<file path="config.mk">
export PLATFORM = sky130hd
export DESIGN_NAME = tagValidStore_flat
export DESIGN_NICKNAME = d
export VERILOG_FILES = /design/src/cache_pkg.sv /design/src/cache_if.sv /design/src/tagValidStore.sv /design/src/flat_wrapper.sv
export VERILOG_INCLUDE_DIRS = /design/src
export SDC_FILE = /design/constraint.sdc
export NUM_CORES = 2
export LEC_CHECK = 0
export BUFFER_PORTS_ARGS = -buffer_cell sky130_fd_sc_hd__buf_2
export CAP_MARGIN = 40
export CORE_MARGIN = 3
export CORE_UTILIZATION = 60
export CTS_BUF_LIST = sky130_fd_sc_hd__clkbuf_2 sky130_fd_sc_hd__clkbuf_4 sky130_fd_sc_hd__clkbuf_8
export DETAILED_ROUTE_END_ITERATION = 7
export GPL_TIMING_DRIVEN = 1
export PLACE_DENSITY_LB_ADDON = 0.05
export SYNTH_ARGS = -nofsm -noshare
export SYNTH_HDL_FRONTEND = slang
export SYNTH_SLANG_ARGS = --single-unit
</file>
<file path="constraint.sdc">
create_clock -name clk -period 3.2 [get_ports clk]
set_input_delay 0.16 -clock clk [delete_from_list [all_inputs] [get_ports clk]]
set_output_delay 0.16 -clock clk [all_outputs]
set_load 0.01 [all_outputs]
</file>
<file path="src/cache_config.svh">
`ifndef CACHE_CONFIG_SVH
`define CACHE_CONFIG_SVH

// request address width
`define ADDR_W 32

// pipeline data word
`define XLEN 64

// address split into tag, index and offset
`define TAG_W 21
`define INDEX_W 6
`define OFFSET_W 5

// one cache line and the beats that fill it
`define LINE_W 256
`define BEATS 4

`endif
</file>
<file path="src/cache_pkg.sv">
`include "cache_config.svh"

package cache_pkg;

  // address and its fields
  typedef logic [`ADDR_W-1:0] addrT;
  typedef logic [`TAG_W-1:0] tagT;
  typedef logic [`INDEX_W-1:0] indexT;

  // payload widths
  typedef logic [`XLEN-1:0] wordT;
  typedef logic [`LINE_W-1:0] lineT;

  // word position inside a line from address bits 4:3
  typedef logic [1:0] wordSelT;

  // two ways per set
  typedef logic [0:0] wayT;

  // controller FSM
  typedef enum logic [2:0] {
    IDLE,
    COMPARE,
    MISS,
    REFILL,
    REPLAY
  } ctrlStateT;

endpackage

</file>
<file path="src/cache_if.sv">
`timescale 1ns/1ps

// lookup and fill path between controller and tag store
interface lookupIf import cache_pkg::*; ();

  logic  lookupEn;
  indexT lookupIndex;
  tagT   compareTag;
  logic  fillEn;
  indexT fillIndex;
  tagT   fillTag;

  // combinational answers from the registered set
  logic  hit;
  wayT   hitWay;
  wayT   victimWay;

  modport ctrl (
    output lookupEn, lookupIndex, compareTag,
    output fillEn, fillIndex, fillTag,
    input  hit, hitWay, victimWay
  );

  modport store (
    input  lookupEn, lookupIndex, compareTag,
    input  fillEn, fillIndex, fillTag,
    output hit, hitWay, victimWay
  );

endinterface


</file>
<file path="src/tagValidStore.sv">
`timescale 1ns/1ps
`include "cache_config.svh"

module tagValidStore import cache_pkg::*; (
  input logic    clk,
  input logic    rst_n,
  lookupIf.store lk
);

  localparam int numSets = 1 << `INDEX_W;

  logic [1:0] wayValid;
  logic [1:0] wayHit;
  logic [7:0] lfsr;

  for (genvar w = 0; w < 2; w++) begin : g_way
    tagT                tagArr [numSets];
    logic [numSets-1:0] validBits;
    tagT                tagQ;
    logic               validQ;

    // valid bits start clear so every first access misses
    always_ff @(posedge clk or negedge rst_n) begin
      if (!rst_n) begin
        validBits <= '0;
        validQ    <= 1'b0;
      end else begin
        if (lk.fillEn && lk.victimWay == wayT'(w)) begin
          validBits[lk.fillIndex] <= 1'b1;
        end
        if (lk.lookupEn) begin
          validQ <= validBits[lk.lookupIndex];
        end
      end
    end

    always_ff @(posedge clk) begin
      if (lk.fillEn && lk.victimWay == wayT'(w)) begin
        tagArr[lk.fillIndex] <= lk.fillTag;
      end
      if (lk.lookupEn) begin
        tagQ <= tagArr[lk.lookupIndex];
      end
    end

    assign wayValid[w] = validQ;
    assign wayHit[w]   = validQ && (tagQ == lk.compareTag);
  end

  assign lk.hit    = |wayHit;
  assign lk.hitWay = wayT'(wayHit[1]);

  // prefer an empty way before the LFSR pick
  assign lk.victimWay = !wayValid[0] ? 1'b0 :
                        !wayValid[1] ? 1'b1 : lfsr[0];

  // 8-bit Galois LFSR for x^8+x^6+x^5+x^4+1 stepped once per fill
  always_ff @(posedge clk or negedge rst_n) begin
    if (!rst_n) begin
      lfsr <= 8'hE1;
    end else if (lk.fillEn) begin
      lfsr <= (lfsr >> 1) ^ (lfsr[0] ? 8'hB8 : 8'h00);
    end
  end

endmodule

</file>
<file path="src/flat_wrapper.sv">
// flat-port wrapper written by rule: the top's interface ports become plain ports
module tagValidStore_flat import cache_pkg::*;
  (clk, rst_n, lk_lookupEn, lk_lookupIndex, lk_compareTag, lk_fillEn, lk_fillIndex, lk_fillTag, lk_hit, lk_hitWay, lk_victimWay);
  lookupIf lk_i ();
  input logic clk;
  input logic rst_n;
  input wire logic [$bits(lk_i.lookupEn)-1:0] lk_lookupEn;
  input wire logic [$bits(lk_i.lookupIndex)-1:0] lk_lookupIndex;
  input wire logic [$bits(lk_i.compareTag)-1:0] lk_compareTag;
  input wire logic [$bits(lk_i.fillEn)-1:0] lk_fillEn;
  input wire logic [$bits(lk_i.fillIndex)-1:0] lk_fillIndex;
  input wire logic [$bits(lk_i.fillTag)-1:0] lk_fillTag;
  output wire logic [$bits(lk_i.hit)-1:0] lk_hit;
  output wire logic [$bits(lk_i.hitWay)-1:0] lk_hitWay;
  output wire logic [$bits(lk_i.victimWay)-1:0] lk_victimWay;
  assign lk_i.lookupEn = lk_lookupEn;
  assign lk_i.lookupIndex = lk_lookupIndex;
  assign lk_i.compareTag = lk_compareTag;
  assign lk_i.fillEn = lk_fillEn;
  assign lk_i.fillIndex = lk_fillIndex;
  assign lk_i.fillTag = lk_fillTag;
  assign lk_hit = lk_i.hit;
  assign lk_hitWay = lk_i.hitWay;
  assign lk_victimWay = lk_i.victimWay;
  tagValidStore u_core (.clk(clk), .rst_n(rst_n), .lk(lk_i));
endmodule
</file>
; ---- Word level (Yosys, flattened, before mapping)
; Memory sizes are Yosys's and may differ from the RTL's. A register that Yosys moved wholly into a read port is not among the register bits.
; Cells that the tools add are included.
[totals]
mem_bits_rw = 2688
output_inout_bits = 3
n_memories = 2
reg_bits = 138
word_cells = 35
[op_classes]
n_bitwise = 4
magnitude_cmp = 3
n_reduce_logical = 6
n_eq_ne = 2
n_mux = 13
[memory_table]
columns = memory, words, word_bits, rd, rd_ports_with_merged_regs, wr, line
row1 = u_core.g_way[0].tagArr, 64, 21, 1, 1, 1, tagValidStore.sv:17  ; tagT tagArr [numSets];
row2 = u_core.g_way[1].tagArr, 64, 21, 1, 1, 1, tagValidStore.sv:17
[op_table]
columns = operator, count
row1 = 64-bit bitwise OR, 2
row2 = 21-bit == test, 2
row3 = 6-bit by 7-bit less-than comparator with 1-bit output (second input constant), 2
row4 = 1-bit binary-select mux with 6-bit select, 2
row5 = 1-bit two-way mux, 9
row6 = 8-bit two-way mux, 1
row7 = 7-bit by 8-bit XOR with 8-bit output, 1
row8 = 1-bit demux with 6-bit select, 1
row9 = 6-bit by 1-bit >= comparator with 1-bit output (second input constant), 1
row10 = 1-bit logical AND, 5
row11 = 2-bit OR reduction, 1
row12 = 1-bit inverter, 1

; ---- Longest topological paths before layout
[depth]
depth_word = 6
ltp_mapped = 10
ltp_nobuf = 5

; ---- Worst setup path before layout
; No wires, ideal clock.
[synth_path]
path_type = register to register
from = register u_core.lfsr[0]
to = memory u_core.g_way[1].tagArr[43][0] (netlist name), enable pin
required_ns = 2.800
path_stages_with_launch = 6
setup_ns = 0.400
t_arrival_ns = 2.412
slack_ns = 0.388
path_cell_list = dfstp_2 clkbuf_1 nor2b_1 nor3b_1 nand3_1 nor2_1
[synth_between]
elab_chain_len = 5
[synth_rtl]
columns = item, line
row1 = start: declaration, tagValidStore.sv:14  ; logic [7:0] lfsr;
row2 = start signal: assignment, tagValidStore.sv:62  ; lfsr <= (lfsr >> 1) ^ (lfsr[0] ? 8'hB8 : 8'h00);
row3 = 1-bit two-way mux, tagValidStore.sv:55  ; !wayValid[1] ? 1'b1 : lfsr[0];
row4 = 1-bit two-way mux, tagValidStore.sv:54  ; assign lk.victimWay = !wayValid[0] ? 1'b0 :
row5 = 1-bit logical AND, tagValidStore.sv:38  ; if (lk.fillEn && lk.victimWay == wayT'(w)) begin
row6 = 1-bit two-way mux, tagValidStore.sv:38
row7 = 1-bit two-way mux (not written as such), tagValidStore.sv:39  ; tagArr[lk.fillIndex] <= lk.fillTag;
row8 = end: declaration, tagValidStore.sv:17
; No other way between the ends.

; ---- Final worst setup path
[layout_path]
from = register u_core.g_way[1].validQ
to = memory u_core.g_way[0].tagArr[47][16] (netlist name), enable pin
[layout_between]
elab_chain_len = 6
[layout_rtl]
columns = item, line
row1 = start: declaration, tagValidStore.sv:20  ; logic validQ;
row2 = start signal: assignment, tagValidStore.sv:32  ; validQ <= validBits[lk.lookupIndex];
row3 = 1-bit two-way mux, tagValidStore.sv:55
row4 = 1-bit two-way mux, tagValidStore.sv:54
row5 = 1-bit inverter, tagValidStore.sv:38
row6 = 1-bit logical AND, tagValidStore.sv:38
row7 = 1-bit two-way mux, tagValidStore.sv:38
row8 = 1-bit two-way mux (not written as such), tagValidStore.sv:39
row9 = end: declaration, tagValidStore.sv:17
; No other way between the ends.

==> run summary <==
Warnings, synthesis: 0
Post-Syn Area per Cell: 23.69 µm²
Fillers: 11259
Slowest cell on crit path: dlygate4sd3_1
boundary pin count: 61
outcome: completed
Final Max Tran Viols: 0
Starting Density: 60.44%
Setup Skew: 0.06268 ns
final hold slack: 0.1146 ns
CTS root buf: clkbuf_8
Crit Path Class: reg -> reg
RSZ-0062 raised after global routing: no
Final Cell Area: 125100 µm²
critical path cell sequence: nor2b_1, nor2b_1, nor2_1, nand3_1, dlygate4sd3_1, buf_4, nor2_2, buf_4
largest net degree at the start of global routing: 129
worst slew pin tran: 0.9710 ns
Die Area: 187600 µm²
most instantiated cells after synthesis: edfxtp_1 (2730), mux4_2 (808), nor2_1 (142)
Vias: 52942
# DRC: 0
Vias/cell: 6.603
max-cap viol count: 0
overall routing resource usage: 30.47%
initial antenna violation count: 20
post-DR wirelength/cell: 34.80 µm
Max Fclk: 0.3177 GHz
Slew Limit Headroom: 35.26%
cell row count: 156
top cells by area, synth: edfxtp_1 (75%), mux4_2 (17%), dfrtp_1 (3.1%)
Final Cycle Share: 98.36%
Placer Congestion: 0.8180
layout net count: 5356
EDFF count, synth: 2730
post-synth top area share: 74.88%
post-synth top area cell: edfxtp_1
Yosys cell types: 45
Worst-path clk slew: 0.06 ns
overall routed net length: 279.0 mm
CTS Buf Count: 459
PwrDens: 608.7 nW/µm²
final hold viol count: 0
Post-Syn Area: 109500 µm²
H-tree levels: 5
share of cells above drive strength 1: 37.93%
die height: 433.2 µm
min-delay worst type: in -> reg
Syn Inst Count: 4622
first-pass iteration count of the detailed router: 5
die width: 433.2 µm
Design Power: 76.13 mW
Overflow after GRT: 0
Non-Filler Instances: 8018
critical path launch point type: flip-flop
Final setup viols: 0
Peak VDD IR: 0.0004925 V
vias in the first global route: 53621
Worst path max stage delay: 0.57 ns
first-pass GRT wire length: 398.1 mm
async set or reset register ratio after synthesis: 4.812%
DP Wirelength: 160.7 mm
CTS sink cnt: 2868
Main synth FF type: edfxtp_1
Critical Path RT: 3.90 ns
sequential area share after synthesis: 78.04%
placed cell area: 115900 µm²
Synth-to-Final Area Change: 14.25%
critical path endpoint category: flip-flop
IO Port Bufs: 60
critical path fanouts, max: 21
CTS tree: built
ANT nets after route: 0
placed cells: 7158
minimum clock period: 3.148 ns
WP data arrival: 3.85 ns
count leader, synth: edfxtp_1
Core Area: 181100 µm²
Net Count, Synth: 4680
leakage: 40.49 nW
Clock Tree Buf Depth: 4
clk_lat worst skew: 1.11 ns
Initial DRC Count: 6761
Yosys reg bits: 2868
final timing paths:
| check | start | to | slack [ns] | depth (start not counted) |
|---|---|---|---|---|
| setup / recovery | u_core.g_way[1].validQ | u_core.g_way[0].tagArr[47][16] | 0.05 | 8 |
| setup reg to reg | u_core.g_way[1].validQ | u_core.g_way[0].tagArr[47][16] | 0.05 | 8 |
| hold / removal | lk_fillEn | u_core.lfsr[2] | 0.11 | 3 |
| max in group asynchronous | rst_n | u_core.g_way[0].validBits[2] | 2.54 | 4 |
| min in group asynchronous | rst_n | u_core.lfsr[6] | 0.23 | 3 |
| hold reg to reg | u_core.g_way[1].validBits[48] | u_core.g_way[1].validBits[48] | 0.46 | 1 |
report_power, final:
group          switching (mW)  internal (mW)  leakage [nW]
registers               0.297           41.6          26.4
logic                    2.54           1.88          9.53
clock network            13.8           16.0          4.58
worst max-delay path: cells and delay by family (launching register included):
kind / cells / cell delay [ns]
buf+inv: 3 / 1.21
simple gates: 5 / 0.98
flops: 1 / 0.51
cell families after synthesis:
kind of cell           after synthesis  share of synthesized area (%)
AO/OA/AOI/OAI                      278                          2.005
buffers and inverters              254                          1.175
AND/OR/NAND/NOR                    334                          1.459
XOR/XNOR                            45                         0.3600
multiplexers                       843                          16.96
flip-flops                        2868                          78.04
state kept, by name, summed over array words and instances (netlist names):
register	count
u_core.g_way.tagArr	2688
u_core.g_way.validBits	128
u_core.g_way.validQ	2
u_core.lfsr	8
u_core.g_way.tagQ	42
routing by layer:
layer / vias to the layer above / global-route usage (%) / wire (µm)
met5: - / 0 / 0
met1: 28532 / 44.18 / 109300
met3: 505 / 5.174 / 23000
met2: 2656 / 47.47 / 135600
met4: 0 / 11.95 / 11100
li1: 21249 / - / -
per-stage QoR:
stage	setup slack (ns)	utilization (%)	setup TNS (ns)
5_1_grt	0.03005	69.05	0
3_3_place_gp	-0.2272	63.91	-0.7099
4_1_cts	0.02882	69.03	0
3_5_place_dp	-0.1838	63.99	-0.4043
2_1_floorplan	0.3882	-	0
6_report	0.05238	69.05	0
cell type report:
type / instances / area [µm²] / share of cell area [%]
flip-flops and latches: 2868 / 85440 / 68.31
multi-input cells: 1500 / 23140 / 18.50
clock buffers: 626 / 7659 / 6.123
repair buffers: 469 / 4897 / 3.915
well taps: 2370 / 2965 / 2.371
clock inverters: 176 / 959.7 / 0.7672
diodes: 9 / 22.52 / 0.01801
cells in the final DEF, fill, tap and decap left out, drive strengths merged, types with 7 or more instances in the layout:
| cell | Yosys | final |
|---|---|---|
| clkinv | 0 | 159 |
| a22o | 36 | 36 |
| nand3 | 15 | 15 |
| dfrtp | 134 | 134 |
| edfxtp | 2730 | 2730 |
| mux2i | 20 | 20 |
| nor2b | 26 | 26 |
| dlygate4sd3 | 0 | 46 |
| buf | 148 | 422 |
| nor2 | 143 | 143 |
| mux2 | 15 | 15 |
| a221oi | 48 | 48 |
| clkinvlp | 0 | 7 |
| nor4 | 7 | 7 |
| mux4 | 808 | 808 |
| clkbuf | 106 | 627 |
| a22oi | 92 | 92 |
| bufinv | 0 | 8 |
| xor2 | 24 | 24 |
| nand2 | 49 | 49 |
| a32o | 7 | 7 |
| diode | 0 | 9 |
| or2 | 65 | 65 |
| xnor2 | 21 | 21 |
| o21bai | 64 | 64 |
repair_timing:
action / 4_1_cts / 5_1_grt
setup buffers: 1 / 0
hold endpoints to repair: 3366 / 0
hold buffers: 47 / 0
pin swaps: 3 / 1
resized for setup: 4 / 0
setup endpoints to repair: 1 / 1
Note: power is estimated with default switching activity, not from simulation.
