--- src/cache_config.svh ---
`ifndef CACHE_CONFIG_SVH
`define CACHE_CONFIG_SVH

// request address width
`define ADDR_W 32

// pipeline data word
`define XLEN 64

// address split into tag, index and offset
`define TAG_W 21
`define INDEX_W 6
`define OFFSET_W 5

// one cache line and the beats that fill it
`define LINE_W 256
`define BEATS 4

`endif
--- src/cache_pkg.sv ---
`include "cache_config.svh"

package cache_pkg;

  // address and its fields
  typedef logic [`ADDR_W-1:0] addrT;
  typedef logic [`TAG_W-1:0] tagT;
  typedef logic [`INDEX_W-1:0] indexT;

  // payload widths
  typedef logic [`XLEN-1:0] wordT;
  typedef logic [`LINE_W-1:0] lineT;

  // word position inside a line from address bits 4:3
  typedef logic [1:0] wordSelT;

  // two ways per set
  typedef logic [0:0] wayT;

  // controller FSM
  typedef enum logic [2:0] {
    IDLE,
    COMPARE,
    MISS,
    REFILL,
    REPLAY
  } ctrlStateT;

endpackage

--- src/cache_if.sv ---
`timescale 1ns/1ps

// lookup and fill path between controller and tag store
interface lookupIf import cache_pkg::*; ();

  logic  lookupEn;
  indexT lookupIndex;
  tagT   compareTag;
  logic  fillEn;
  indexT fillIndex;
  tagT   fillTag;

  // combinational answers from the registered set
  logic  hit;
  wayT   hitWay;
  wayT   victimWay;

  modport ctrl (
    output lookupEn, lookupIndex, compareTag,
    output fillEn, fillIndex, fillTag,
    input  hit, hitWay, victimWay
  );

  modport store (
    input  lookupEn, lookupIndex, compareTag,
    input  fillEn, fillIndex, fillTag,
    output hit, hitWay, victimWay
  );

endinterface

// assembled refill line with a one-cycle pulse when complete
interface refillIf import cache_pkg::*; ();

  logic lineDone;
  lineT line;

  modport collector (
    output lineDone, line
  );

  modport sink (
    input lineDone, line
  );

endinterface

--- src/cacheCtrl.sv ---
`timescale 1ns/1ps
`include "cache_config.svh"

module cacheCtrl import cache_pkg::*; (
  input  logic    clk,
  input  logic    rst_n,
  // pipeline side
  input  logic    valid_i,
  input  addrT    addr_i,
  output logic    addrOk_o,
  output logic    dataOk_o,
  output wordT    rdData_o,
  // memory side
  output logic    cacheRdValid_o,
  output addrT    cacheAddr_o,
  input  logic    rdLast_i,
  // tag store and refill line
  lookupIf.ctrl   lk,
  refillIf.sink   rf,
  // line data store
  output logic    dataRdEn_o,
  output indexT   dataRdIndex_o,
  output wordSelT dataWordSel_o,
  output logic    dataWrEn_o,
  output wayT     dataWrWay_o,
  input  wordT    wordWay0_i,
  input  wordT    wordWay1_i
);

  ctrlStateT state;
  ctrlStateT nextState;
  addrT      reqAddr;
  tagT       reqTag;
  indexT     reqIndex;
  wordSelT   reqWordSel;
  indexT     inIndex;
  wordSelT   inWordSel;
  logic      accept;
  logic      replay;
  logic      rdPending;

  // fields of the latched request
  assign reqTag     = reqAddr[`ADDR_W-1 -: `TAG_W];
  assign reqIndex   = reqAddr[`OFFSET_W +: `INDEX_W];
  assign reqWordSel = reqAddr[`OFFSET_W-1 -: $bits(wordSelT)];

  // fields of the incoming request
  assign inIndex   = addr_i[`OFFSET_W +: `INDEX_W];
  assign inWordSel = addr_i[`OFFSET_W-1 -: $bits(wordSelT)];

  // accept in IDLE or in COMPARE while the current one hits
  assign accept   = valid_i && (state == IDLE || (state == COMPARE && lk.hit));
  assign addrOk_o = accept;
  assign replay   = (state == REPLAY);

  assign dataOk_o = (state == COMPARE) && lk.hit;
  assign rdData_o = (lk.hitWay == 1'b1) ? wordWay1_i : wordWay0_i;

  always_ff @(posedge clk or negedge rst_n) begin
    if (!rst_n) begin
      state <= IDLE;
    end else begin
      state <= nextState;
    end
  end

  always_comb begin
    nextState = state;
    case (state)
      IDLE: begin
        if (valid_i) begin
          nextState = COMPARE;
        end
      end
      COMPARE: begin
        if (!lk.hit) begin
          nextState = MISS;
        end else if (!valid_i) begin
          nextState = IDLE;
        end
      end
      MISS: begin
        // a stray lineDone outside MISS is ignored
        if (rf.lineDone) begin
          nextState = REFILL;
        end
      end
      REFILL:  nextState = REPLAY;
      REPLAY:  nextState = COMPARE;
      default: nextState = IDLE;
    endcase
  end

  // request held through miss and replay
  always_ff @(posedge clk) begin
    if (accept) begin
      reqAddr <= addr_i;
    end
  end

  // memory read level is up from the cycle after COMPARE until the last beat
  always_ff @(posedge clk or negedge rst_n) begin
    if (!rst_n) begin
      rdPending <= 1'b0;
    end else if (state == COMPARE && !lk.hit) begin
      rdPending <= 1'b1;
    end else if (rdLast_i) begin
      rdPending <= 1'b0;
    end
  end

  assign cacheRdValid_o = rdPending;
  assign cacheAddr_o    = {reqTag, reqIndex, {`OFFSET_W{1'b0}}};

  // lookup of a new request or of the latched one after a fill
  assign lk.lookupEn    = accept || replay;
  assign lk.lookupIndex = replay ? reqIndex : inIndex;
  assign lk.compareTag  = reqTag;

  assign lk.fillEn    = (state == REFILL);
  assign lk.fillIndex = reqIndex;
  assign lk.fillTag   = reqTag;

  // data read runs alongside the tag lookup
  assign dataRdEn_o    = accept || replay;
  assign dataRdIndex_o = replay ? reqIndex : inIndex;
  assign dataWordSel_o = replay ? reqWordSel : inWordSel;
  assign dataWrEn_o    = (state == REFILL);
  assign dataWrWay_o   = lk.victimWay;

endmodule

--- src/flat_wrapper.sv ---
// flat-port wrapper written by rule: the top's interface ports become plain ports
module cacheCtrl_flat import cache_pkg::*;
  (clk, rst_n, valid_i, addr_i, addrOk_o, dataOk_o, rdData_o, cacheRdValid_o, cacheAddr_o, rdLast_i, dataRdEn_o, dataRdIndex_o, dataWordSel_o, dataWrEn_o, dataWrWay_o, wordWay0_i, wordWay1_i, lk_lookupEn, lk_lookupIndex, lk_compareTag, lk_fillEn, lk_fillIndex, lk_fillTag, lk_hit, lk_hitWay, lk_victimWay, rf_lineDone, rf_line);
  lookupIf lk_i ();
  refillIf rf_i ();
  input  logic clk;
  input  logic rst_n;
  input  logic valid_i;
  input  addrT addr_i;
  output logic addrOk_o;
  output logic dataOk_o;
  output wordT rdData_o;
  output logic cacheRdValid_o;
  output addrT cacheAddr_o;
  input  logic rdLast_i;
  output logic dataRdEn_o;
  output indexT dataRdIndex_o;
  output wordSelT dataWordSel_o;
  output logic dataWrEn_o;
  output wayT dataWrWay_o;
  input  wordT wordWay0_i;
  input  wordT wordWay1_i;
  output wire logic [$bits(lk_i.lookupEn)-1:0] lk_lookupEn;
  output wire logic [$bits(lk_i.lookupIndex)-1:0] lk_lookupIndex;
  output wire logic [$bits(lk_i.compareTag)-1:0] lk_compareTag;
  output wire logic [$bits(lk_i.fillEn)-1:0] lk_fillEn;
  output wire logic [$bits(lk_i.fillIndex)-1:0] lk_fillIndex;
  output wire logic [$bits(lk_i.fillTag)-1:0] lk_fillTag;
  input wire logic [$bits(lk_i.hit)-1:0] lk_hit;
  input wire logic [$bits(lk_i.hitWay)-1:0] lk_hitWay;
  input wire logic [$bits(lk_i.victimWay)-1:0] lk_victimWay;
  input wire logic [$bits(rf_i.lineDone)-1:0] rf_lineDone;
  input wire logic [$bits(rf_i.line)-1:0] rf_line;
  assign lk_lookupEn = lk_i.lookupEn;
  assign lk_lookupIndex = lk_i.lookupIndex;
  assign lk_compareTag = lk_i.compareTag;
  assign lk_fillEn = lk_i.fillEn;
  assign lk_fillIndex = lk_i.fillIndex;
  assign lk_fillTag = lk_i.fillTag;
  assign lk_i.hit = lk_hit;
  assign lk_i.hitWay = lk_hitWay;
  assign lk_i.victimWay = lk_victimWay;
  assign rf_i.lineDone = rf_lineDone;
  assign rf_i.line = rf_line;
  cacheCtrl u_core (.clk(clk), .rst_n(rst_n), .valid_i(valid_i), .addr_i(addr_i), .addrOk_o(addrOk_o), .dataOk_o(dataOk_o), .rdData_o(rdData_o), .cacheRdValid_o(cacheRdValid_o), .cacheAddr_o(cacheAddr_o), .rdLast_i(rdLast_i), .lk(lk_i), .rf(rf_i), .dataRdEn_o(dataRdEn_o), .dataRdIndex_o(dataRdIndex_o), .dataWordSel_o(dataWordSel_o), .dataWrEn_o(dataWrEn_o), .dataWrWay_o(dataWrWay_o), .wordWay0_i(wordWay0_i), .wordWay1_i(wordWay1_i));
endmodule
--- config.mk ---
export PLATFORM = sky130hd
export DESIGN_NAME = cacheCtrl_flat
export DESIGN_NICKNAME = d
export VERILOG_FILES = /design/src/cache_pkg.sv /design/src/cache_if.sv /design/src/cacheCtrl.sv /design/src/flat_wrapper.sv
export VERILOG_INCLUDE_DIRS = /design/src
export SDC_FILE = /design/constraint.sdc
export NUM_CORES = 1
export LEC_CHECK = 0
export BUFFER_PORTS_ARGS = -buffer_cell sky130_fd_sc_hd__buf_4
export CAP_MARGIN = 20
export CELL_PAD_IN_SITES_DETAIL_PLACEMENT = 0
export CELL_PAD_IN_SITES_GLOBAL_PLACEMENT = 1
export CORE_AREA = 2 2 231 233
export DETAILED_ROUTE_END_ITERATION = 6
export DIE_AREA = 0 0 233 235
export PLACE_DENSITY = 0.35
export SLEW_MARGIN = 10
export SYNTH_ARGS = -nofsm -noshare
export SYNTH_HDL_FRONTEND = slang
export SYNTH_SLANG_ARGS = --single-unit
--- constraint.sdc ---
create_clock -name clk -period 7.57 [get_ports clk]
set_input_delay 1.1355 -clock clk [delete_from_list [all_inputs] [get_ports clk]]
set_output_delay 1.1355 -clock clk [all_outputs]
set_load 0.05 [all_outputs]
Yosys cells after proc, flatten, opt, wreduce, memory -nomap -nowiden:

Cells that the tools add are included.

* register bits: 36
* bits in latches: 0
* bits in writable memories: 0
* ROM bits: 0
* output and inout port bits: 166
* logic and storage cells: 29
* memories: 0

* add/sub/neg operators: 0
* multiply operators: 0
* div/mod/pow operators: 0
* magnitude comparators: 0
* eq/ne operators: 7
* shift operators: 0
* multiplexer cells: 10
* bitwise operators: 0
* reductions and logical operators: 9

Operators with widths (count)
* 64-bit 2-to-1 mux: 1
* 3-bit case mux with 5 select lines: 1
* 3-bit 2-to-1 mux: 4
* 3-bit by 2-bit equality test with 1-bit output, second input constant: 2
* 6-bit 2-to-1 mux: 1
* 2-bit != test, second input constant: 2
* 3-bit by 1-bit equality test with 1-bit output, second input constant: 1
* 3-bit equality test, second input constant: 1
* 1-bit logical AND: 3
* 3-bit zero test: 1
* 3-bit != test, second input constant: 1
* 3-bit AND reduction: 1
* 1-bit logical OR: 2
* 1-bit 2-to-1 mux: 2
* 2-bit 2-to-1 mux: 1
* 2-bit nonzero test: 1
* 1-bit zero test: 1

Logic depth before layout (Yosys ltp):

* word-level depth: 5
* gate-level depth with buffers: 4
* gate-level depth less buffers: 2

Worst setup path before layout:

OpenSTA, ideal clock, no wires.

* path type: input to output
* start point: input lk_hit
* end point: output addrOk_o
* data arrival time: 5682 ps
* data required time: 6435 ps
* setup slack: 752 ps
* stages on the path: 2
* path buffers: 0
* cells stage by stage: nor2b_1 nor4b_1

* longest elaborated chain between the ends: 3

Ends and longest elaborated chain
* from (decl): line flat_wrapper.sv:29 `input wire logic [$bits(lk_i.hit)-1:0] lk_hit;`
* 1-bit logical AND: line cacheCtrl.sv:52 `assign accept = valid_i && (state == IDLE || (state == COMPARE && lk.hit));`
* 1-bit logical OR: line cacheCtrl.sv:52
* 1-bit logical AND: line cacheCtrl.sv:52
* to (decl): line flat_wrapper.sv:10 `output logic addrOk_o;`

No other way between the ends.

Final worst setup path:

* start point: input lk_hitWay
* end point: output rdData_o[3]

* longest elaborated chain between the ends: 1

Ends and longest elaborated chain
* from (decl): line flat_wrapper.sv:30 `input wire logic [$bits(lk_i.hitWay)-1:0] lk_hitWay;`
* 64-bit 2-to-1 mux: line cacheCtrl.sv:57 `assign rdData_o = (lk.hitWay == 1'b1) ? wordWay1_i : wordWay0_i;`
* to (decl): line flat_wrapper.sv:12 `output wordT rdData_o;`

No other way between the ends.

==> impl_metrics.json <==
{
  "grt_pass1_wl_um": 18800,
  "worstSetupStartpointType": "input port",
  "cts_resized": 0,
  "synth.ff_latch_count": 33,
  "final_antenna_net_count": 0,
  "final_layout_size_suffix_gt1_frac": 0.885,
  "hold_class": "reg2reg",
  "cts_root_buf": "clkbuf_16",
  "hold_violations": 0,
  "die_h_um": 235,
  "maxSlewViolCount": 0,
  "htree_levels": 2,
  "cts_setup_buffers": 0,
  "most-common-layout-cells": "324 x buf_4, 72 x mux2_2, 29 x edfxtp_1",
  "endpoint_kind": "output port",
  "netlist_instances": 223,
  "yosys_warnings": 0,
  "syn_to_final_growth_pct": 103,
  "clk_pin_slew_ns": 0.06,
  "worst_path_max_delay_cell": "buf_4",
  "synth_fa_ha_area_frac": 0,
  "dpl.cell_count": 1140,
  "grt_use_total": 0.0491,
  "clkLatencyLatePin_ns": 0.28,
  "final_common_cell": "buf_4",
  "critPathMaxStageDelay_ns": 0.62,
  "row_count": 84,
  "finClkSkew_ns": 0.00697,
  "max_freq_ghz": 0.280,
  "clock_path_buffers": 2,
  "period_share": 0.472,
  "p_per_area_nw_per_um2": 248,
  "cp.arrival_ns": 2.44,
  "initial_utilization": 0.0510,
  "pin_count": 590,
  "totalWireLength_um": 14400,
  "outcome": "complete, no violations",
  "ir_drop_mv": 0.0988,
  "hpwl_um": 13000,
  "via_per_inst": 2.29,
  "cp_common_cell": "buf_4",
  "layout.nets": 883,
  "ys_seq_area_frac": 0.364,
  "coreArea_um2": 52200,
  "die_x_um": 233,
  "synth_top_family_by_area": "multiplexers",
  "cp_cell_sequence": "buf_4 -> mux2_2 -> buf_4",
  "synth_top_area_share": 0.327,
  "hold_depth": 2,
  "wl_per_cell_um": 12.4,
  "slew-limit-headroom": 0.460,
  "tns_ns": 0,
  "synthSimpleGateAreaFrac": 0.0470,
  "hold_buffers": 0,
  "dr.first_iter.drc_count": 24,
  "synth-compound-area-share": 0.00986,
  "syn_area_um2": 2660,
  "antenna_found_initial": 12,
  "setup_viol": 0,
  "drc": 0,
  "synth.area.mux_share": 0.304,
  "dieArea_um2": 54800,
  "ys_top_cells_by_area": "edfxtp_1 33%, mux2_2 30%, buf_4 25%",
  "rsz0062_at_grt": "false",
  "synthXorXnorAreaFrac": 0,
  "gp_congestion": 0.652,
  "synth.avg_cell_area_um2": 11.9,
  "criticalPathCategory": "in2out",
  "reg2reg_depth": 3,
  "layout_min_cycle_time_ns": 3.58,
  "cts_buffers": 5,
  "critPathMaxFanout": 64,
  "yosys.area.top_type": "edfxtp_1",
  "power_leakage_uw": 0.00230,
  "tightest_slew_ns": 0.810,
  "synthDistinctLibCells": 26,
  "max_cap_viol_count": 0,
  "grt_max_degree": 65,
  "required_ns": 6.43,
  "grt_overflow_total": 0,
  "portBuffers": 323,
  "vias": 2641,
  "fin_cells": 1154,
  "grt_pass1_vias": 2752,
  "clock_sinks": 33,
  "tritoncts": "yes",
  "drt-pass1-iter-count": 4
}
-- final timing paths --
check | start | slack, ns | to
setup / recovery | lk_hitWay | 3.99 | rdData_o[3]
setup reg to reg | u_core.state[0] | 5.87 | u_core.reqAddr[7]
hold reg to reg | u_core.cacheRdValid_o | 0.51 | u_core.cacheRdValid_o
max in group asynchronous | rst_n | 6.83 | u_core.state[0]
hold / removal | u_core.cacheRdValid_o | 0.51 | u_core.cacheRdValid_o
min in group asynchronous | rst_n | 0.64 | u_core.state[2]
-- critical path: cells and delay by family --
family	cells	cell delay, ns
buffers and inverters	2	0.82
multiplexers	1	0.45
-- per-layer routing --
metal / up-vias / routed length, um / global-route usage
met5: - / 0 / 0
met4: 0 / 183 / 0.0127
met3: 14 / 1880 / 0.0182
met2: 313 / 8390 / 0.112
met1: 1148 / 3900 / 0.0347
li1: 1166 / - / -
-- synth_stat cells --
master	number
or2b_1	1
nand2b_1	1
conb_1	1
clkbuf_1	1
mux2_2	72
or4b_1	1
or4bb_1	1
nand4bb_1	1
and4bb_2	1
buf_4	89
nor2_1	1
a211oi_1	1
buf_2	7
a21oi_1	1
dfrtp_1	4
or3b_1	1
clkbuf_2	1
nor4b_1	1
and3b_2	2
inv_1	1
edfxtp_1	29
o21ai_1	1
nor3b_4	1
nor2b_1	1
o311ai_1	1
buf_6	1
-- power breakdown --
part	internal [uW]	leakage, uW	switching [uW]
Clock	119	0.0000687	76.6
Sequential	252	0.000325	47.2
Combinational	265	0.00191	583
-- area by class of cell --
| cell class | count | area (um2) |
|---|---|---|
| Fill cell | 6052 | 46800 |
| Antenna cell | 6 | 15.0 |
| Multi-Input combinational cell | 94 | 987 |
| Sequential cell | 33 | 971 |
| Timing Repair Buffer | 324 | 2430 |
| Tap cell | 688 | 861 |
| Clock inverter | 3 | 12.5 |
| Clock buffer | 5 | 125 |
| Inverter | 1 | 3.75 |
-- registers in the layout, summed over array words and instances (netlist names) --
register	flops
u_core.state	3
u_core.cacheRdValid_o	1
u_core.reqAddr	29
-- through the flow --
step                      total power, uW  utilization  area, um2  setup slack (ns)  hold slack [ns]
after CTS                            1370        0.103       5390              3.95            0.517
after global placement               1170        0.101       5260              3.90            0.512
final                                1340        0.104       5410              3.99            0.509
after floorplan                       985            -       2680             0.752            0.630
after global routing                 1410        0.103       5390              3.89            0.537
after detailed placement             1160        0.101       5260              3.95            0.507
-- kinds of logic (layout without fill, tap and decap cells) --
kind of cell	Yosys count	after routing
AOI/OAI and AO/OA	4	4
DFF	33	33
other	1	11
and+or+nand+nor	13	13
muxes	72	72
buffers and inverters	100	333
No activity file was read; power rests on OpenSTA's default activity.
