File: config.mk
export PLATFORM = sky130hd
export DESIGN_NAME = refillCollector_flat
export DESIGN_NICKNAME = d
export VERILOG_FILES = /design/src/cache_pkg.sv /design/src/cache_if.sv /design/src/refillCollector.sv /design/src/flat_wrapper.sv
export VERILOG_INCLUDE_DIRS = /design/src
export SDC_FILE = /design/constraint.sdc
export NUM_CORES = 1
export LEC_CHECK = 0
export ABC_AREA = 0
export BUFFER_PORTS_ARGS = -buffer_cell sky130_fd_sc_hd__buf_4
export CAP_MARGIN = 10
export CORE_ASPECT_RATIO = 1.75
export CORE_MARGIN = 2
export CORE_UTILIZATION = 51
export CTS_CLUSTER_DIAMETER = 60
export DETAILED_ROUTE_END_ITERATION = 7
export HOLD_SLACK_MARGIN = 0.1
export PLACE_DENSITY_LB_ADDON = 0.3
export SLEW_MARGIN = 20
export SYNTH_ARGS = -nofsm -noshare
export SYNTH_HDL_FRONTEND = slang
export SYNTH_SLANG_ARGS = --single-unit
File: constraint.sdc
create_clock -name clk -period 2.35 [get_ports clk]
set_input_delay 0.1175 -clock clk [delete_from_list [all_inputs] [get_ports clk]]
set_output_delay 0.1175 -clock clk [all_outputs]
set_load 0.02 [all_outputs]
File: src/cache_config.svh
`ifndef CACHE_CONFIG_SVH
`define CACHE_CONFIG_SVH

// request address width
`define ADDR_W 32

// pipeline data word
`define XLEN 64

// address split into tag, index and offset
`define TAG_W 21
`define INDEX_W 6
`define OFFSET_W 5

// one cache line and the beats that fill it
`define LINE_W 256
`define BEATS 4

`endif
File: src/cache_pkg.sv
`include "cache_config.svh"

package cache_pkg;

  // address and its fields
  typedef logic [`ADDR_W-1:0] addrT;
  typedef logic [`TAG_W-1:0] tagT;
  typedef logic [`INDEX_W-1:0] indexT;

  // payload widths
  typedef logic [`XLEN-1:0] wordT;
  typedef logic [`LINE_W-1:0] lineT;

  // word position inside a line from address bits 4:3
  typedef logic [1:0] wordSelT;

  // two ways per set
  typedef logic [0:0] wayT;

  // controller FSM
  typedef enum logic [2:0] {
    IDLE,
    COMPARE,
    MISS,
    REFILL,
    REPLAY
  } ctrlStateT;

endpackage

File: src/cache_if.sv


// assembled refill line with a one-cycle pulse when complete
interface refillIf import cache_pkg::*; ();

  logic lineDone;
  lineT line;

  modport collector (
    output lineDone, line
  );

  modport sink (
    input lineDone, line
  );

endinterface

File: src/refillCollector.sv
`timescale 1ns/1ps
`include "cache_config.svh"

module refillCollector import cache_pkg::*; (
  input  logic       clk,
  input  logic       rst_n,
  input  logic       memRdValid_i,
  input  logic       rdLast_i,
  input  wordT       rdData_i,
  refillIf.collector rf
);

  logic [1:0] beatCnt;
  logic       doneQ;
  logic       lastBeat;
  lineT       lineQ;

  // last beat only counts if the burst had all four beats
  assign lastBeat = memRdValid_i && rdLast_i && (beatCnt == 2'(`BEATS - 1));

  always_ff @(posedge clk or negedge rst_n) begin
    if (!rst_n) begin
      beatCnt <= '0;
      doneQ   <= 1'b0;
    end else begin
      doneQ <= lastBeat;
      if (memRdValid_i) begin
        // rdLast_i also realigns the count after a short burst
        if (rdLast_i) begin
          beatCnt <= '0;
        end else begin
          beatCnt <= beatCnt + 2'd1;
        end
      end
    end
  end

  // beats enter at the top and move down,
  // so beat 0 ends up in the lowest word
  always_ff @(posedge clk) begin
    if (memRdValid_i) begin
      lineQ <= {rdData_i, lineQ[`LINE_W-1:`XLEN]};
    end
  end

  assign rf.lineDone = doneQ;
  assign rf.line     = lineQ;

endmodule

File: src/flat_wrapper.sv
// flat-port wrapper written by rule: the top's interface ports become plain ports
module refillCollector_flat import cache_pkg::*;
  (clk, rst_n, memRdValid_i, rdLast_i, rdData_i, rf_lineDone, rf_line);
  refillIf rf_i ();
  input  logic clk;
  input  logic rst_n;
  input  logic memRdValid_i;
  input  logic rdLast_i;
  input  wordT rdData_i;
  output wire logic [$bits(rf_i.lineDone)-1:0] rf_lineDone;
  output wire logic [$bits(rf_i.line)-1:0] rf_line;
  assign rf_lineDone = rf_i.lineDone;
  assign rf_line = rf_i.line;
  refillCollector u_core (.clk(clk), .rst_n(rst_n), .memRdValid_i(memRdValid_i), .rdLast_i(rdLast_i), .rdData_i(rdData_i), .rf(rf_i));
endmodule
Word level (Yosys, flattened, before mapping):

Cells that the tools add are included.
W data, S select, Z words.

* register bits after elaboration: 259
* output and inout port bits: 257
* word-level logic and storage cells: 8

* add/subtract/negate cells: 1
* equal/unequal tests: 1
* mux-type cells: 1
* reduce and logical (&&, ||, !) cells: 2

Operators by type and width (number)
* $add A2 B1 Y2 const B: 1
* $eq A2 B2 Y1 const B: 1
* $logic_and A1 B1 Y1: 2
* $mux W2: 1

Logic depth before layout (Yosys ltp):

Gate-level depths: netlist (run 1).

* depth in word-level cells: 2
* gate-level depth with buffers: 3
* mapped depth without buffers: 3

Least setup slack after synthesis (run 1):

Ideal clock, no wire load.

* path kind: reg-to-reg
* start point: reg u_core.beatCnt[0]
* end point: reg u_core.beatCnt[1]
* setup time: 0.126 ns
* data arrival time: 0.783 ns
* setup slack: 1.441 ns
* stages on the path, launching flop included: 4
* cells stage by stage: dfrtp_1 > ha_1 > nand3b_1 > o21ai_0

* word-level cells in the longest chain between the ends: 2

RTL lines
* start, declared: RTL line refillCollector.sv:13 `logic [1:0] beatCnt;`
* start signal, assigned: RTL line refillCollector.sv:32 `beatCnt <= beatCnt + 2'd1;`
* $add A2 B1 Y2: RTL line refillCollector.sv:32
* $mux W2: RTL line refillCollector.sv:29 `if (rdLast_i) begin`

Every way passes these cells.
A chain may end at the register's enable or synchronous reset.

Worst setup path in the final report (run 1):

* start point: reg u_core.lineQ[231], in the netlist u_core.rf.line[231]
* end point: out rf_line[231]

RTL lines
* start, declared: RTL line refillCollector.sv:16 `lineT lineQ;`
* start signal, assigned: RTL line refillCollector.sv:42 `` lineQ <= {rdData_i, lineQ[`LINE_W-1:`XLEN]}; ``
* end, declared: RTL line flat_wrapper.sv:11 `output wire logic [$bits(rf_i.line)-1:0] rf_line;`

No word-level cell between the ends.

==> results by group, run 1 <==
Route
  – Vias per cell: between 4 and 5
  – Pre-antenna DRT Iters: 4
  – Vias post-DR: ~4400
  – Drt drc: 0
  – DR WL/cell: ~21 um
  – Initial DRC Count: 184
  – Post-DRT Antenna Nets: 0
  – Total Wirelength: 18500 um

Floorplanning
  – DIE AREA: 16400 um^2
  – Ports: 325
  – Core area: 14900 um^2
  – DIE WIDTH: 97.6 um
  – Chip height: 168 um
  – Rows: a little under 60
  – Starting Density: 52.4%

Critical path
  – Worst r2r dst: u_core.beatCnt[1]$_DFFE_PN0P_
  – Setup Crit Path Kind: reg -> out
  – Crit path required time: 2.23 ns
  – Worst r2r src: u_core.beatCnt[0]$_DFFE_PN0P_
  – Cell at the slowest stage of the critical path: edfxtp_1
  – WP buf/inv: 1
  – Critical-path maximum fanout: 2
  – Crit-path leading delay family: flip-flops
  – Cells along the critical path: buf_4
  – Reg2reg setup slack: 1.37 ns
  – Max incr delay on CP: 0.44 ns
  – CP Capture Type: output pin
  – Crit start category: flop
  – Worst path arrival time: ~1.1 ns
  – FF-to-FF path depth: 3

Final layout
  – Fill cells: approximately 750
  – Core Util, Final: about four fifths
  – Footprint of the multi-input gates: ~50 um^2
  – Share of layout cells above drive strength 1: between 50% and 60%
  – FF/Latch Area: between 7000 and 8000 um^2
  – Final #Nets: approximately 760
  – Antenna diode count: 0
  – Area Growth Syn to Fin: 53.6%
  – Finished Cell Area: 12000 um^2

Timing
  – Peak Freq: 0.802 GHz
  – Unrepaired setup endpoints after global routing: no
  – Clock period minus worst slack: ~1.2 ns
  – Setup_tns: 0 ns
  – Slew of the pin with the lowest slew margin: 0.587 ns
  – Final setup violation count: 0
  – Worst Skew: between 0.01 and 0.015 ns
  – Crit share post-route: 53.0%
  – Final Hold Viols: 0
  – Rel. slew slack: between 60% and 70%
  – Final worst slack: 1.10 ns
  – Slew Limit Fails: 0

Power and ir drop
  – Tot Pwr: 10600 uW
  – Sequential fraction of design power: 53.2%
  – Clock power share: 36.0%
  – Switching Share: roughly 22%
  – Comb pwr share: 10.8%
  – Net Switching: 2370 uW
  – Internal power: 8190 uW
  – Cell Pwr Density: 879 nW/um^2
  – Static Leak: between 0.004 and 0.005 uW
  – Max VDD drop: 0.000785 V

GRT
  – First-pass GRT wire length: between 20000 and 30000 um
  – Vias in the first global route: 4605
  – All-Layer GR Usage: 21.9%
  – GRT met2 Usage: roughly 40%
  – M3 GR Usage: 6.23%
  – Initial antenna violation count: 0
  – Gr busiest metal: met2
  – Total congestion overflow: 0
  – Largest net degree at the start of global routing: 77
  – M1 GR Usage: about a quarter

Min path
  – Min-Delay Endpoint: u_core.rf.line[248]$_DFFE_PP_
  – Hold path cells: 1
  – Min-delay src: memRdValid_i
  – Min-Delay Path Class: in -> reg

Synthesis
  – Syn nets: 335
  – Distinct cells, synth: 9
  – Seq/Total Area, Yosys: 99.3%
  – Top-count cell post-synth: edfxtp_1
  – Synthesized netlist cell count: 266
  – Ys async rst share: between 1 and 1.5%
  – FF+latch count, synth: 259
  – Synth cell count leaders: edfxtp_1 (256), dfrtp_1 (3)
  – Area leader, netlist: edfxtp_1
  – Synth warn: 0
  – Post-Synthesis Cell Area: around 8000 um^2
  – Post-Syn Area per Cell: 29.4 um^2
  – Most used DFF post-synth: edfxtp_1
  – Synth top area share: 98.3%
  – EDFF count, synth: 256
  – Largest cells by area after synthesis: edfxtp_1 (98%), dfrtp_1 (0.96%), mux2_4 (0.19%), ha_1 (0.16%), and3_2 (0.096%)

CTS
  – Worst skew pair latency: 0.50 ns
  – Clock H-tree levels: 1
  – Clock slew at reported path FFs: roughly 0.06 ns
  – CTS Root Buffer Type: clkbuf_16
  – Post-cts resize count: 0
  – TritonCTS buffer count: 23
  – CTS tree: built
  – CTS Sinks: 259
  – Maximum clock path buffer count: 3
  – Post-CTS Setup Repair Bufs: 0

Outcome
  – Status: finished clean

Place
  – Port bufs: ~320
  – Setup WS pre-CTS: 1.00 ns
  – Post-DP Area: 10600 um^2
  – Gpl congestion: 0.785
  – Dpl hpwl: around 12000 um

Job
  – Max Cap Viol: 0
-- final cells by class --
cell class,instances,area share [%]
clock buffer,29,5.23
clock inverter,12,1.20
inverter,1,0.0313
multi-input combinational,6,0.427
sequential,259,64.6
tap,183,1.91
timing repair buffer,397,26.6
-- worst max-delay path by stage --
stage / from / endpoint / slack [ns] / cells past startpoint
after global routing: u_core.rf.line[160]$_DFFE_PP_ / rf_line[160] / 1.06 / 1
after CTS: u_core.rf.line[226]$_DFFE_PP_ / rf_line[226] / 1.08 / 1
after detailed placement: memRdValid_i / u_core.rf.line[37]$_DFFE_PP_ / 1.00 / 2
after floorplan: u_core.beatCnt[0]$_DFFE_PN0P_ / u_core.beatCnt[1]$_DFFE_PN0P_ / 1.44 / 3
final: u_core.rf.line[231]$_DFFE_PP_ / rf_line[231] / 1.10 / 1
after global placement: memRdValid_i / u_core.rf.line[62]$_DFFE_PP_ / 1.06 / 2
-- timing repair --
action | in CTS | in global routing
hold buffers | 67 | 0
hold endpoints to repair | 70 | 0
setup endpoints to repair | 0 | 0
-- cell usage in the layout, fill, tap and decap left out, types with 23 or more instances in the layout --
cell,count
buf_4,326
edfxtp_1,256
dlygate4sd3_1,67
clkbuf_16,23
-- registers in the layout, summed over array words and instances (netlist names) --
signal              cells
u_core.beatCnt          2
u_core.rf.lineDone      1
u_core.rf.line        256
-- cells by family (layout without fill, tap and decap cells) --
group,after synthesis,count (layout),synth area share [%]
multiplexers,1,1,0.192
AND/OR/NAND/NOR,3,3,0.240
flip-flops,259,259,99.3
buffers and inverters,1,439,0.0480
AO/OA/AOI/OAI,1,1,0.0640
adder cells (fa/ha/maj),1,1,0.160
-- metal layers --
layer  up-vias  part of all wire [%]  routed length, um
met2       241                    55              10200
li1       1929                     -                  -
met1      2146                    32               5950
met5         -                     0                  0
met4         0                   4.1                762
met3        50                   8.6               1600
-- power groups by stage --
stage / Clock (uW) / Combinational (uW) / Sequential (uW)
after detailed placement: 0 / 1050 / 5700
after CTS: 3860 / 1140 / 5610
after global routing: 4060 / 1190 / 5640
after floorplan: 0 / 11.0 / 6040
final: 3800 / 1150 / 5610
after global placement: 0 / 1040 / 5670
-- worst reg2reg max path, cell delays in order (launching register included) --
cell      delay (ns)
dfrtp_1         0.40
ha_1            0.31
nand3b_1        0.08
o21ai_0         0.07
-- metrics by stage --
step | hold WS (ns) | cells
after CTS | 0.108 | 887
after detailed placement | -0.0907 | 779
final | 0.0974 | 887
after floorplan | -0.178 | 266
after global routing | 0.117 | 887
after global placement | -0.0931 | 779
Note: power is estimated with default switching activity, not from simulation.
==> run 2, diff against run 1 <==
- CORE_UTILIZATION: 51 -> 43
- clock period: 2.35 -> 1 ns (I/O delays scaled with it)
==> results by group, run 2 (synthesis gave the netlist of run 1 again) <==
CTS
  – Clock H-tree levels: 1 (unchanged)
  – Maximum clock path buffer count: 3 (unchanged)
  – TritonCTS buffer count: 23 (unchanged)
  – Worst skew pair latency: 0.50 ns (about the same)
  – CTS Root Buffer Type: clkbuf_16
  – CTS Sinks: 259 (unchanged)
  – Clock slew at reported path FFs: 0.07 ns (about the same)
  – CTS tree: built

Floorplanning
  – Ports: 325 (unchanged)
  – Rows: 65 (+10%)
  – DIE AREA: 19300 um^2 (+18%)
  – Starting Density: 43.7% (-8.7 points)
  – Chip height: 182 um (+8.7%)
  – DIE WIDTH: 106 um (+8.5%)
  – Core area: 17900 um^2 (+20%)

Critical path
  – Cells along the critical path: buf_6
  – Crit path required time: 0.95 ns (-1.28 ns)
  – CP Capture Type: output pin
  – Worst path depth: 1 (unchanged)
  – Setup Crit Path Kind: reg -> out
  – FF-to-FF path depth: 3 (unchanged)
  – Critical-path maximum fanout: 2 (unchanged)
  – Max incr delay on CP: 0.44 ns (about the same)
  – Crit-path leading delay family: flip-flops
  – WP buf/inv: 1 (unchanged)
  – Crit start category: flop
  – Reg2reg setup slack: 0.03 ns (-1.34 ns)
  – Cell at the slowest stage of the critical path: edfxtp_1
  – Worst path arrival time: 1.11 ns (-0.02 ns)

Route
  – Total Wirelength: 20700 um (+12%)
  – Drt drc: 0 (unchanged)
  – Vias per cell: 4.53 (-7.9%)
  – Initial DRC Count: 188 (+2.2%)
  – Post-DRT Antenna Nets: 0 (unchanged)
  – Pre-antenna DRT Iters: 6 (+2)
  – DR WL/cell: 19.2 um (-7.9%)
  – Vias post-DR: 4878 (+12%)

Final layout
  – Number of flip-flops in the largest register: 256 (unchanged)
  – Commonest non-fill, non-tap cells in the layout: buf_6 (257), edfxtp_1 (256), buf_4 (202)
  – Share of layout cells above drive strength 1: 59.6% (+7.4 points)
  – Area Growth Syn to Fin: 80.4%
  – Final #Nets: 895 (+18%)
  – Most common cell after layout, fill and taps aside: buf_6
  – Finished Cell Area: 14100 um^2 (+17%)
  – Fill cells: 858 (+14%)

Timing
  – Crit share post-route: 116%
  – Final worst slack: -0.157 ns (-1.26 ns)
  – Slew Limit Fails: 0 (unchanged)
  – Slew of the pin with the lowest slew margin: 0.243 ns (-0.344 ns)
  – Worst Skew: 0.00946 ns (-0.00183 ns)
  – Clock period minus worst slack: 1.16 ns
  – Final Hold Viols: 0 (unchanged)
  – Peak Freq: 0.864 GHz
  – Hold Slack: 0.264 ns (+0.167 ns)
  – Unrepaired setup endpoints after global routing: yes
  – Rel. slew slack: 83.8% (+23 points)
  – Final setup violation count: 257 (+257)
  – Setup_tns: -26.92 ns (-26.92 ns)

Place
  – Gpl congestion: 0.755 (-3.8%)
  – Post-DP Area: 10800 um^2 (+1.7%)
  – Dpl hpwl: 11900 um (-1.7%)
  – Port bufs: 324 (unchanged)

GRT
  – Largest net degree at the start of global routing: 33 (-57%)
  – First-pass GRT wire length: 28400 um (+5.0%)
  – All-Layer GR Usage: 19.7% (-2.2 points)
  – Vias in the first global route: 5068 (+10%)
  – Total congestion overflow: 0 (unchanged)
  – Initial antenna violation count: 1 (+1)

Job
  – Max Cap Viol: 0 (unchanged)

Outcome
  – Status: complete, but fails checks
  – Failing checks: negative setup slack

Power and ir drop
  – Sequential fraction of design power: 51.9% (-1.3 points)
  – Internal power: 19800 uW (+140%)
  – Max VDD drop: 0.00186 V (+140%)
  – Cell Pwr Density: 1820 nW/um^2 (+110%)
  – Switching Share: 23.0% (+0.51 points)
  – Clock power share: 33.8% (-2.2 points)
  – Net Switching: 5900 uW (+150%)
  – Comb pwr share: 14.3% (+3.5 points)
  – Static Leak: 0.00582 uW (+20%)

Min path
  – Hold path cells: 2 (+1)
  – Min-Delay Path Class: in -> reg
==> run 2: changes by cell type in the layout (fill, tap and decap cells not counted), moves of 2 or more <==
cell / before / now
buf_6: 0 / 257
buf_4: 326 / 202
buf_12: 3 / 8
clkbuf_1: 3 / 5
==> run 2: repair_timing <==
| action | CTS | global route |
|---|---|---|
| hold buffers | 68 | 0 |
| setup buffers | 73 | 55 |
| resized for setup | 252 | 7 |
| pin swaps | 0 | 0 |
| setup endpoints to repair | 257 | 355 |
| endpoints found under the hold margin | 83 | 0 |
==> run 2: cell type report <==
class | instances | area, um^2 | area share [%]
antenna | 1 | 2.50 | 0.0177
clock buffer | 30 | 622 | 4.41
clock inverter | 10 | 114 | 0.808
inverter | 1 | 3.75 | 0.0266
multi-input combinational | 6 | 51.3 | 0.364
sequential | 259 | 7760 | 55.1
tap | 234 | 293 | 2.08
timing repair buffer | 535 | 5250 | 37.2
==> run 2: metrics by stage <==
step	power, uW	setup slack, ns	util, %	cells
6_report	25700	-0.157	78.8	1076
5_1_grt	26500	-0.195	78.8	1076
4_1_cts	25400	-0.169	76.3	1020
3_5_place_dp	15900	0.0239	60.1	839
3_3_place_gp	15800	0.0348	60.1	839
2_1_floorplan	14200	0.0906	-	266
==> run 2: per-layer routing <==
metal / up-vias / share of wire, % / track usage (%)
met5: - / 0 / 0
met4: 0 / 3.3 / 8.74
met3: 43 / 7.8 / 6.25
met2: 232 / 56 / 36.2
met1: 2399 / 33 / 20.1
li1: 2204 / - / -
==> run 2: worst paths after layout <==
path / startpoint / end
max: u_core.rf.line[172]$_DFFE_PP_ / rf_line[172]
max reg2reg: u_core.beatCnt[0]$_DFFE_PN0P_ / u_core.beatCnt[1]$_DFFE_PN0P_
min reg2reg: u_core.rf.line[255]$_DFFE_PP_ / u_core.rf.line[191]$_DFFE_PP_
min in group asynchronous: rst_n / u_core.beatCnt[1]$_DFFE_PN0P_
min: rdData_i[58] / u_core.rf.line[250]$_DFFE_PP_
max in group asynchronous: rst_n / u_core.rf.lineDone$_DFF_PN0_
==> run 2: power by group through the flow <==
stage          clock network [uW]  registers, uW  logic [uW]
2_1_floorplan                   0          14200        25.9
3_3_place_gp                    0          13300        2490
3_5_place_dp                    0          13400        2510
4_1_cts                      8720          13300        3410
5_1_grt                      9290          13400        3820
6_report                     8680          13300        3670
